--- src/verilog/soc_pkg.sv ---
`default_nettype none

package soc_pkg;

  typedef logic [31:0] word_t;
  typedef logic [3:0] strb_t;
  typedef logic [63:0] mtime_t;

  // One-hot, bit 0 bram, bit 1 print, bit 2 clint
  typedef logic [2:0] slave_sel_t;

  typedef struct packed {
    logic valid;
    logic instr;
    word_t addr;
    word_t wdata;
    strb_t wstrb;
  } mem_req_t;

  typedef struct packed {
    word_t rdata;
    logic ready;
  } mem_rsp_t;

  localparam slave_sel_t sel_bram = 3'b001;
  localparam slave_sel_t sel_print = 3'b010;
  localparam slave_sel_t sel_clint = 3'b100;

  // Memory map
  localparam word_t bram_base = 32'h0000_0000;
  localparam word_t print_base = 32'h0100_0000;
  localparam word_t print_top = 32'h0100_0004;
  localparam word_t clint_base = 32'h0200_0000;
  localparam word_t clint_top = 32'h0200_C000;

  // CLINT register offsets, high words sit 4 bytes above
  localparam word_t msip_off = 32'h0000_0000;
  localparam word_t mtimecmp_off = 32'h0000_4000;
  localparam word_t mtime_off = 32'h0000_BFF8;

endpackage

`default_nettype wire

--- src/verilog/bus_crossbar.sv ---
`default_nettype none

module bus_crossbar (
  input  logic clk,
  input  logic rst,
  input  soc_pkg::slave_sel_t isel_i,
  input  soc_pkg::slave_sel_t dsel_i,
  input  soc_pkg::mem_req_t ireq_i,
  input  soc_pkg::mem_req_t dreq_i,
  output soc_pkg::mem_req_t bram_req_o,
  output soc_pkg::mem_req_t print_req_o,
  output soc_pkg::mem_req_t clint_req_o,
  input  soc_pkg::mem_rsp_t bram_rsp_i,
  input  soc_pkg::mem_rsp_t print_rsp_i,
  input  soc_pkg::mem_rsp_t clint_rsp_i,
  output soc_pkg::mem_rsp_t irsp_o,
  output soc_pkg::mem_rsp_t drsp_o
);
  import soc_pkg::*;

  typedef struct packed {
    slave_sel_t i;
    slave_sel_t d;
  } owner_t;

  owner_t own_q;
  owner_t own_n;
  slave_sel_t igrant;
  slave_sel_t dgrant;
  slave_sel_t slv_ready;
  mem_rsp_t slv_rsp [3];
  mem_req_t slv_req [3];

  assign slv_rsp[0] = bram_rsp_i;
  assign slv_rsp[1] = print_rsp_i;
  assign slv_rsp[2] = clint_rsp_i;

  assign slv_ready = {clint_rsp_i.ready, print_rsp_i.ready, bram_rsp_i.ready};

  // Walk down so that bram has the last word
  always_comb begin
    irsp_o = '0;
    drsp_o = '0;
    for (int k = 2; k >= 0; k--) begin
      if (own_q.i[k] && slv_rsp[k].ready) begin
        irsp_o = slv_rsp[k];
      end
      if (own_q.d[k] && slv_rsp[k].ready) begin
        drsp_o = slv_rsp[k];
      end
    end
  end

  // A port that sees ready this cycle is done and must not reissue
  always_comb begin
    dgrant = drsp_o.ready ? '0 : dsel_i;
    igrant = irsp_o.ready ? '0 : (isel_i & ~dgrant);
    for (int k = 0; k < 3; k++) begin
      slv_req[k] = dgrant[k] ? dreq_i : ireq_i;
      slv_req[k].valid = dgrant[k] | igrant[k];
    end
  end

  assign bram_req_o = slv_req[0];
  assign print_req_o = slv_req[1];
  assign clint_req_o = slv_req[2];

  always_comb begin
    own_n.i = (own_q.i & ~slv_ready) | igrant;
    own_n.d = (own_q.d & ~slv_ready) | dgrant;
  end

  always_ff @(posedge clk) begin
    if (!rst) begin
      own_q <= '0;
    end else begin
      own_q <= own_n;
    end
  end

endmodule

`default_nettype wire

--- config.mk ---
export PLATFORM = sky130hd
export DESIGN_NAME = bus_crossbar
export DESIGN_NICKNAME = d
export VERILOG_FILES = /design/src/verilog/soc_pkg.sv /design/src/verilog/bus_crossbar.sv
export SDC_FILE = /design/constraint.sdc
export NUM_CORES = 1
export LEC_CHECK = 0
export ABC_CLOCK_PERIOD_IN_PS = 1800
export BUFFER_PORTS_ARGS = -buffer_cell sky130_fd_sc_hd__buf_2
export CORE_AREA = 2 2 206 208
export DETAILED_ROUTE_END_ITERATION = 8
export DIE_AREA = 0 0 208 210
export GPL_ROUTABILITY_DRIVEN = 1
export PLACE_DENSITY_LB_ADDON = 0.12
export SYNTH_ARGS = -nofsm -noshare
export SYNTH_HDL_FRONTEND = slang
export SYNTH_SLANG_ARGS = --single-unit
--- constraint.sdc ---
create_clock -name clk -period 1.8 [get_ports clk]
set_clock_uncertainty 0.05 [all_clocks]
set_input_delay 0.36 -clock clk [delete_from_list [all_inputs] [get_ports clk]]
set_output_delay 0.36 -clock clk [all_outputs]
set_load 0.02 [all_outputs]
==> Yosys cells after proc, flatten, opt, wreduce, memory -nomap -nowiden <==
Index checks and enable logic that the tools add are counted.
{ "word_totals": {"register_bits": 6, "output_inout_bits": 276, "wordCells": 29, "inputBits": 247} }
{ "op_classes": {"bitwise_logic": 10, "mux": 11, "n_reduce_logical": 6} }
{ "op_table": {"columns": ["op", "n"], "rows": [
  ["$mux 69", 3],
  ["$mux 33", 6],
  ["$and 3x3->3", 3],
  ["$logic_and 1x1->1", 6],
  ["$mux 3", 2],
  ["$not 3->3", 2],
  ["$or 3x3->3", 2],
  ["$or 1x1->1", 3]
]} }

==> Depth between registers and ports, before layout <==
Gate-level depths: netlist of run 1.
{ "depth": {"depth_word": 9, "depth_mapped": 5, "mapped_depth_nobuf": 3} }

==> Worst setup path after synthesis of run 1 <==
OpenSTA, ideal clock, no wires.
{ "synth_path": {"kind": "input to output", "start": "input port clint_rsp_i[0] (netlist bit)", "end": "output port bram_req_o[0] (netlist bit)", "t_required_ps": 1390, "path_stages": 5, "arrival_ps": 1529, "path_buffers": 2, "slack_ps": -139, "cell_sequence": "a222oi_1 buf_6 nand2_8 buf_12 mux2_4"} }
{ "synth_rtl": {"columns": ["item", "line_no", "source"], "rows": [
  ["start, declared", "bus_crossbar.sv:15", "input soc_pkg::mem_rsp_t clint_rsp_i,"],
  ["end, declared", "bus_crossbar.sv:10", "output soc_pkg::mem_req_t bram_req_o,"]
]} }

==> run summary, run 1 <==
outcome - finished with violations
failing checks - negative setup slack
starting density of the core - 12.6%
Critical Path Source - own_q[2]$_SDFF_PN0_
EDFF count, synth - 0
Final Hold Viols - 0
Slew Limit Fails - 0
crit-path cells - a222oi_1 -> buf_4 -> buf_6 -> nand2_8 -> buf_12 -> mux2_4 -> buf_2
cells on worst reg2reg path - 7
PwrDens - 455 nW/µm²
DRC viols - 0
WP data arrival - 2.00 ns
Post-Route WL - 35200 µm
vias in the first global route - 6779
worst hold start - rst
post-layout min period - 2.41 ns
Distinct cells, synth - 22
post-synth top area cell - mux2_4
Sequential Power Share - 3.0%
num ports - 523
share of the synthesized area in the top cell type - 58.6%
grt ovf - 0
Tot GR Track Use - 13.4%
H-tree levels - 1
total clock sinks - 6
RSZ-0062 raised after global routing - true
endpoints failing setup - 273
fill cell count - 4469
wire per inst - 20.7 µm
CTS tree - yes
Vias - 7039
Pleak - 5.69 nW
Critical Setup Path Class - reg2out
Max Fanout on Critical Path - 18
Worst Hold Class - in2reg
FF-to-FF setup slack - 0.08 ns
Critical Path RT - 1.39 ns
final setup margin - -0.611 ns
layout cells sized above 1 - 89.0%
Post-synth ARST share - 0%
initial antenna violation count - 2
Largest Register - own_q
syn avg cell area - 9.27 µm²
R2R Path Start - own_q[2]$_SDFF_PN0_
pin count of the biggest net entering global routing - 33
HPWL after detailed placement - 26800 µm
Gate power share - 90.2%
number of flip-flops in the largest register - 6
final worst-path cycle share - 134%
Post-Place Setup Slack - -0.609 ns
Clock Pin Slew Worst Setup and Hold Paths - 0.04 ns
Slew headroom - 81.4%
fmax - 415 MHz
post-layout util - 27.8%
register area - 125 µm²
P_sw - 2.48 mW
endpoint class of the critical path - output port
maximum VDD drop - 0.000202 V
worst hold margin - 0.435 ns
area occupied by multi-input gates - 5630 µm²
first-pass iteration count of the detailed router - 4
Rows - 75
Syn-to-layout area delta - 120%
internal power consumption - 2.76 mW
Reg2Reg Capture Point - own_q[5]$_SDFF_PN0_
Clock Power Share - 6.9%
die height - 210 µm
Routed Antenna Nets - 0
Worst Tran Pin Value - 0.276 ns
startpoint type of the worst setup path - register
Root Buffer - clkbuf_16
core area - 41500 µm²
slowest stage delay, CP - 0.33 ns
worst-skew pair later-pin latency - 0.23 ns
mapped cell area - 5230 µm²
mean number of vias per cell - 4.14
Port Buf Inserts - 520
clock buffer depth - 2
first-pass GRT wire length - 45200 µm
slowest stage cell, crit path - mux2_4
register bit total from synthesis - 6
Post-Syn Nets - 811
synth top area cells - mux2_4, buf_12, a21oi_1
RePlAce Congestion - 0.803
largest registers - own_q: 6 flops
Most used DFF post-synth - dfxtp_1
Sw Share - 47.3%
Ys Warns - 0
crit path to - clint_req_o[45]
register area share after synthesis - 2.30%
Die ar. - 43700 µm²
Die W - 208 µm
DR iter-0 viols - 196
cts hold-fix bufs - 0
CTS buffer count - 3
MaxCap Viol Count - 0
number of nets in the layout - 1408
Mapped Cells - 564
what timing repair did:
| action | 4_1_cts | 5_1_grt |
|---|---|---|
| pin swaps | 0 | 79 |
| cloned | 1 | 21 |
| gates resized for setup | 61 | 341 |
| setup endpoints to repair | 276 | 278 |
| buffers inserted | 4 | 21 |
critical path, delay by kind of cell, from the launching register on:
kind / cells / cell delay [ns]
AOI/OAI and AO/OA: 1 / 0.29
buffers and inverters: 4 / 0.72
DFF: 1 / 0.31
muxes: 1 / 0.33
and+or+nand+nor: 1 / 0.09
synth_stat cells (all sizes together), types with 3 or more instances:
cell,instances
mux2,207
a21oi,64
nand3,64
nor2,64
nand2,45
a31oi,32
clkbuf,31
buf,27
dfxtp,6
and2,5
inv,5
a21boi,3
a22o,3
a32o,3
nor4,3
power by group through the flow:
stage          combinational (mW)  clock, mW  sequential, mW
3_3_place_gp                 4.02          0           0.155
3_5_place_dp                 4.00          0           0.154
2_1_floorplan                2.54          0           0.154
4_1_cts                      4.15      0.366           0.153
5_1_grt                      4.97      0.375           0.157
6_report                     4.73      0.360           0.155
placed cells by master (no fill, tap or decap), types with 11 or more instances in the layout:
cell         n
a31oi_4     11
nand3_2     40
mux2_4     204
nand2_1     29
a21oi_2     49
buf_2      412
nand3_1     11
clkbuf_16   19
a31oi_2     18
a21oi_4     14
buf_12      35
buf_6       92
nor2_1      64
buf_4       86
nand3_4     13
metrics by stage:
step	std cells	power [mW]	cell area, µm²	TNS [ns]
6_report	1699	5.25	11500	-118.71
5_1_grt	1698	5.51	11500	-153.36
4_1_cts	1656	4.67	9500	-135.67
3_5_place_dp	1648	4.15	9160	-110.47
3_3_place_gp	1648	4.17	9160	-125.62
2_1_floorplan	564	2.70	5520	-28.36
final cells by class:
class	count	area share [%]
antenna	1	0.0217
tap	539	5.85
inverter	5	0.163
sequential	6	1.09
timing repair buffer	650	43.4
multi-input combinational	495	48.8
clock buffer	3	0.651
cell families (layout without fill, tap and decap cells):
family	Yosys count	after routing	synth area share [%]
buffers and inverters	63	658	10.9
DFF	6	6	2.30
muxes	207	207	59.2
and+or+nand+nor	182	182	15.9
AOI/OAI and AO/OA	106	106	11.7
other	0	1	0
layer usage:
layer,global-route usage [%],part of all wire (%),up-vias
met2,26.0,54,337
met3,3.71,7.8,23
met4,0.734,0.92,2
li1,-,-,3275
met1,15.2,37,3402
met5,0,0.037,-
how the worst min path moves through the flow:
stage / endpoint / slack, ns / cells past startpoint
after floorplan: own_q[2]$_SDFF_PN0_ / 0.41 / 2
after global placement: own_q[5]$_SDFF_PN0_ / 0.44 / 1
after detailed placement: own_q[5]$_SDFF_PN0_ / 0.43 / 1
after CTS: own_q[0]$_SDFF_PN0_ / 0.44 / 2
after global routing: own_q[0]$_SDFF_PN0_ / 0.45 / 2
final: own_q[0]$_SDFF_PN0_ / 0.43 / 2
Power figures use the tool's default switching activity.
==> run 2: changes to the inputs <==
--- a/config.mk
+++ b/config.mk
@@ -5,7 +5,7 @@
 export SDC_FILE = /design/constraint.sdc
 export NUM_CORES = 1
 export LEC_CHECK = 0
-export ABC_CLOCK_PERIOD_IN_PS = 1800
+export ABC_CLOCK_PERIOD_IN_PS = 2600
 export BUFFER_PORTS_ARGS = -buffer_cell sky130_fd_sc_hd__buf_2
 export CORE_AREA = 2 2 206 208
 export DETAILED_ROUTE_END_ITERATION = 8
==> constraint.sdc (replaced) <==
create_clock -name clk -period 2.6 [get_ports clk]
set_clock_uncertainty 0.05 [all_clocks]
set_input_delay 0.52 -clock clk [delete_from_list [all_inputs] [get_ports clk]]
set_output_delay 0.52 -clock clk [all_outputs]
set_load 0.02 [all_outputs]
==> run 2 against run 1 <==
Effect of this change:
- the flow still finishes with violations (negative setup slack)
- routed wire length down 12%
- utilization shrank 4.5 points
- critical path depth did not move
- power decreased by 36%
- global-route usage shrank 0.75 points
- sequential power is 30% lower
- clock-buffer cell count unchanged
- setup slack better by 0.55 ns
- final cell count fell by 4.6%
- sequential cell count unchanged
- via count fell by 6.2%
- highest routed layer is now met4
==> run summary, run 2 (synthesis results as in run 1) <==
met2 usage - 23.6%
endpoint class of the critical path - output port
final instance area - 9670 µm²
Die ar. - 43700 µm²
first-pass iteration count of the detailed router - 5
number of flip-flops in the largest register - 6
Critical Setup Path Class - in2out
startpoint type of the worst setup path - input pin
commonest non-fill, non-tap cell in the layout - buf_2
largest registers - own_q: 6 flops
Clock Pin Slew Worst Setup and Hold Paths - 0.03 ns
Port Buf Inserts - 520
outcome - finished with violations
Worst Tran Pin Value - 0.403 ns
DR iter-0 viols - 200
WP data arrival - 2.09 ns
mean number of vias per cell - 4.07
PwrDens - 346 nW/µm²
Post-Place Setup Slack - -0.107 ns
RSZ-0062 raised after global routing - true
first-pass GRT wire length - 43400 µm
Syn-to-layout area delta - 84.8%
Die W - 208 µm
layout cells sized above 1 - 72.8%
Global Route met1 Usage - 14.8%
number of nets in the layout - 1331
Pleak - 5.14 nW
post-route setup TNS - -3.96 ns
Routed Antenna Nets - 0
maximum VDD drop - 0.000120 V
fmax - 375 MHz
MaxCap Viol Count - 0
DRC viols - 0
Largest Register - own_q
post-layout min period - 2.66 ns
post-layout util - 23.3%
failing checks - negative setup slack
H-tree levels - 1
Worst Hold Class - reg2reg
final setup margin - -0.0638 ns
Cells after DPL - 1608
pin count of the biggest net entering global routing - 41
RePlAce Congestion - 0.799
worst hold margin - 0.437 ns
wire per inst - 19.1 µm
CTS tree - yes
Post-Route WL - 31000 µm
grt ovf - 0
# diodes - 0
register area - 120 µm²
vias in the first global route - 6715
gr busiest metal - met2
Vias - 6602
non-filler instance count after layout - 1621
starting density of the core - 12.6%
Rows - 75
Slew headroom - 73.0%
placed instance area - 8480 µm²
endpoints failing setup - 132
HPWL after detailed placement - 25200 µm
core area - 41500 µm²
total clock sinks - 6
cts hold-fix bufs - 0
fill cell count - 4686
worst-skew pair later-pin latency - 0.23 ns
Critical Path RT - 2.03 ns
most frequent cells in the layout - buf_2, mux2_4, buf_6
Tot GR Track Use - 12.7%
Final Total Pwr - 3.35 mW
Slew Limit Fails - 0
Final Hold Viols - 0
Max Fanout on Critical Path - 20
final worst-path cycle share - 102%
Root Buffer - clkbuf_16
die height - 210 µm
initial antenna violation count - 0
num ports - 523
clock buffer depth - 2
area occupied by multi-input gates - 4570 µm²
met3 GRT Util - 3.55%
CTS buffer count - 3
-- run 2: changes by cell type in the layout (fill, tap and decap cells not counted), sizes merged --
cell / change
diode: -1
nand2: +1
buf: -65
clkbuf: -13
-- run 2: timing repair --
item / in CTS / in global routing
buffers inserted: 1 / 4
setup endpoints to repair: 203 / 206
cloned: 1 / 4
resized for setup: 92 / 220
pin swaps: 1 / 1
-- run 2: cell type report --
| class | count | share of cell area [%] |
|---|---|---|
| Multi-Input combinational cell | 496 | 47.2 |
| Timing Repair Buffer | 572 | 43.6 |
| Tap cell | 539 | 6.98 |
| Sequential cell | 6 | 1.24 |
| Clock buffer | 3 | 0.777 |
| Inverter | 5 | 0.194 |
-- run 2: power by group --
| group | internal, mW | switching, mW | leakage, nW | total (mW) |
|---|---|---|---|---|
| sequential | 0.101 | 0.00648 | 0.0497 | 0.108 |
| clock | 0.198 | 0.0537 | 0.0370 | 0.251 |
| combinational | 1.47 | 1.52 | 5.05 | 2.99 |
| total | 1.76 | 1.58 | 5.14 | 3.35 |
-- run 2: routing by layer --
metal	wire length (µm)	share of wire, %
met2	16000	51
met4	283	0.91
met1	12200	39
met3	2560	8.2
met5	0	0
-- run 2: critical path, stage by stage --
cell and delay, ns:
buf_6 0.09, a222oi_1 0.37, buf_4 0.26, nand2_8 0.14
buf_12 0.20, mux2_4 0.31, buf_2 0.16
-- run 2: final timing paths --
path	startpoint	slack [ns]	endpoint	cells past startpoint
max reg2reg	own_q[2]$_SDFF_PN0_	0.81	own_q[5]$_SDFF_PN0_	6
max	clint_rsp_i[0]	-0.06	print_req_o[39]	7
min	own_q[5]$_SDFF_PN0_	0.44	own_q[5]$_SDFF_PN0_	1
min reg2reg	own_q[5]$_SDFF_PN0_	0.44	own_q[5]$_SDFF_PN0_	1
==> run 3: changes to the inputs <==
--- a/config.mk
+++ b/config.mk
@@ -7,9 +7,9 @@
 export LEC_CHECK = 0
 export ABC_CLOCK_PERIOD_IN_PS = 2600
 export BUFFER_PORTS_ARGS = -buffer_cell sky130_fd_sc_hd__buf_2
-export CORE_AREA = 2 2 206 208
+export CORE_AREA = 2 2 203 205
 export DETAILED_ROUTE_END_ITERATION = 8
-export DIE_AREA = 0 0 208 210
+export DIE_AREA = 0 0 205 207
 export GPL_ROUTABILITY_DRIVEN = 1
 export PLACE_DENSITY_LB_ADDON = 0.12
 export SYNTH_ARGS = -nofsm -noshare
==> run 3 against run 2 <==
Effect of this change:
- hold slack got worse by 0.0045 ns
- final area rose by 5.6%
- sequential power about the same
- global-route usage decreased by 0.22 points
- sequential share of layout area fell by 0.066 points
- critical path depth is 1 higher
- the run still ends with negative setup slack left
- fmax fell by 1.2%
==> run summary, run 3 (synthesis results as in run 1) <==
Final Hold Viols - 0
largest registers - own_q: 6 flops
CTS buffer count - 3
worst hold margin - 0.433 ns
Tot GR Track Use - 12.4%
Reg2Reg Capture Point - own_q[5]$_SDFF_PN0_
FF-to-FF setup slack - 0.74 ns
Critical Path Source - clint_rsp_i[0]
H-tree levels - 1
total clock sinks - 6
WP data arrival - 2.13 ns
post-layout util - 25.3%
HPWL after detailed placement - 24100 µm
number of flip-flops in the largest register - 6
first-pass iteration count of the detailed router - 5
Clock Pin Slew Worst Setup and Hold Paths - 0.04 ns
layout cells sized above 1 - 73.1%
post-route setup TNS - -9.82 ns
wire per inst - 19.4 µm
Root Buffer - clkbuf_16
Pleak - 5.38 nW
Syn-to-layout area delta - 95.1%
R2R Path Start - own_q[2]$_SDFF_PN0_
placed instance area - 8500 µm²
vias in the first global route - 6599
final setup margin - -0.0971 ns
die height - 207 µm
Largest Register - own_q
pin count of the biggest net entering global routing - 53
Worst Tran Pin Value - 0.362 ns
cells on worst reg2reg path - 7
final worst-path cycle share - 104%
startpoint type of the worst setup path - input pin
most frequent cells in the layout - buf_2, mux2_4, buf_6
Post-Route WL - 31700 µm
core area - 40400 µm²
clock buffer depth - 2
endpoint class of the critical path - output port
Max Fanout on Critical Path - 7
endpoints failing setup - 206
DR iter-0 viols - 203
num ports - 523
PwrDens - 347 nW/µm²
Vias - 6690
number of nets in the layout - 1346
Worst Hold Class - reg2reg
non-filler instance count after layout - 1630
crit path to - clint_req_o[3]
Die W - 205 µm
commonest non-fill, non-tap cell in the layout - buf_2
failing checks - negative setup slack
Routed Antenna Nets - 0
maximum VDD drop - 0.000110 V
Die ar. - 42400 µm²
first-pass GRT wire length - 41100 µm
initial antenna violation count - 5
fmax - 371 MHz
Slew Limit Fails - 0
Slew headroom - 75.8%
worst hold start - own_q[5]$_SDFF_PN0_
Critical Setup Path Class - in2out
MaxCap Viol Count - 0
post-layout min period - 2.70 ns
RePlAce Congestion - 0.794
grt ovf - 0
Cells after DPL - 1601
Port Buf Inserts - 520
worst-skew pair later-pin latency - 0.23 ns
starting density of the core - 13.0%
DRC viols - 0
CTS tree - yes
mean number of vias per cell - 4.10
outcome - finished with violations
Critical Path RT - 2.03 ns
RSZ-0062 raised after global routing - true
Rows - 74
fill cell count - 4497
final instance area - 10200 µm²
[run 3: cell types whose count changed in the layout (fill, tap and decap cells not counted)]
| cell | before | now |
|---|---|---|
| buf_8 | 4 | 2 |
| buf_16 | 3 | 6 |
| nor3_1 | 0 | 1 |
| nor3_2 | 1 | 0 |
| clkbuf_16 | 6 | 13 |
| diode_2 | 0 | 1 |
| buf_4 | 22 | 32 |
| buf_6 | 132 | 174 |
| buf_2 | 388 | 343 |
[run 3: what timing repair did]
action | CTS | global route
buffers inserted | 3 | 10
pin swaps | 0 | 4
endpoints found under the hold margin | 0 | 0
resized for setup | 86 | 317
hold buffers | 0 | 0
cloned | 1 | 14
setup endpoints to repair | 205 | 205
[run 3: where the power goes]
group          switching [mW]  internal [mW]  leakage, nW
logic                    1.56           1.62         5.29
clock network          0.0565          0.198       0.0370
registers             0.00653          0.101       0.0497
total                    1.62           1.92         5.38
[run 3: layout make-up]
class	count	area [µm²]	share of cell area, %
Timing Repair Buffer	587	4760	46.7
Multi-Input combinational cell	496	4560	44.7
Tap cell	532	666	6.52
Sequential cell	6	120	1.18
Clock buffer	3	75.1	0.736
Inverter	5	18.8	0.184
Antenna cell	1	2.50	0.0245
[run 3: worst min path at each step]
stage / endpoint / slack, ns / cells past startpoint
floorplan: own_q[2]$_SDFF_PN0_ / 0.41 / 2
global placement: own_q[5]$_SDFF_PN0_ / 0.42 / 1
detailed placement: own_q[5]$_SDFF_PN0_ / 0.43 / 1
CTS: own_q[5]$_SDFF_PN0_ / 0.44 / 1
global route: own_q[2]$_SDFF_PN0_ / 0.47 / 2
finish: own_q[5]$_SDFF_PN0_ / 0.43 / 1
[run 3: stage by stage]
step	power, mW	worst slack (ns)
2_1_floorplan	1.81	0.341
3_3_place_gp	2.73	-0.171
3_5_place_dp	2.71	-0.150
4_1_cts	3.10	-0.142
5_1_grt	3.72	-0.139
6_report	3.54	-0.0971
[run 3: critical path: stages]
cell and delay [ns]:
buf_6 0.09, a222oi_1 0.39, buf_4 0.27, nand2_8 0.08, buf_12 0.16, buf_16 0.16
mux2_4 0.31, buf_6 0.13
[run 3: routing by layer]
layer	track usage (%)	wire [µm]
met1	13.9	12700
met5	0	47
met2	23.3	15700
met4	1.64	336
met3	3.93	2900
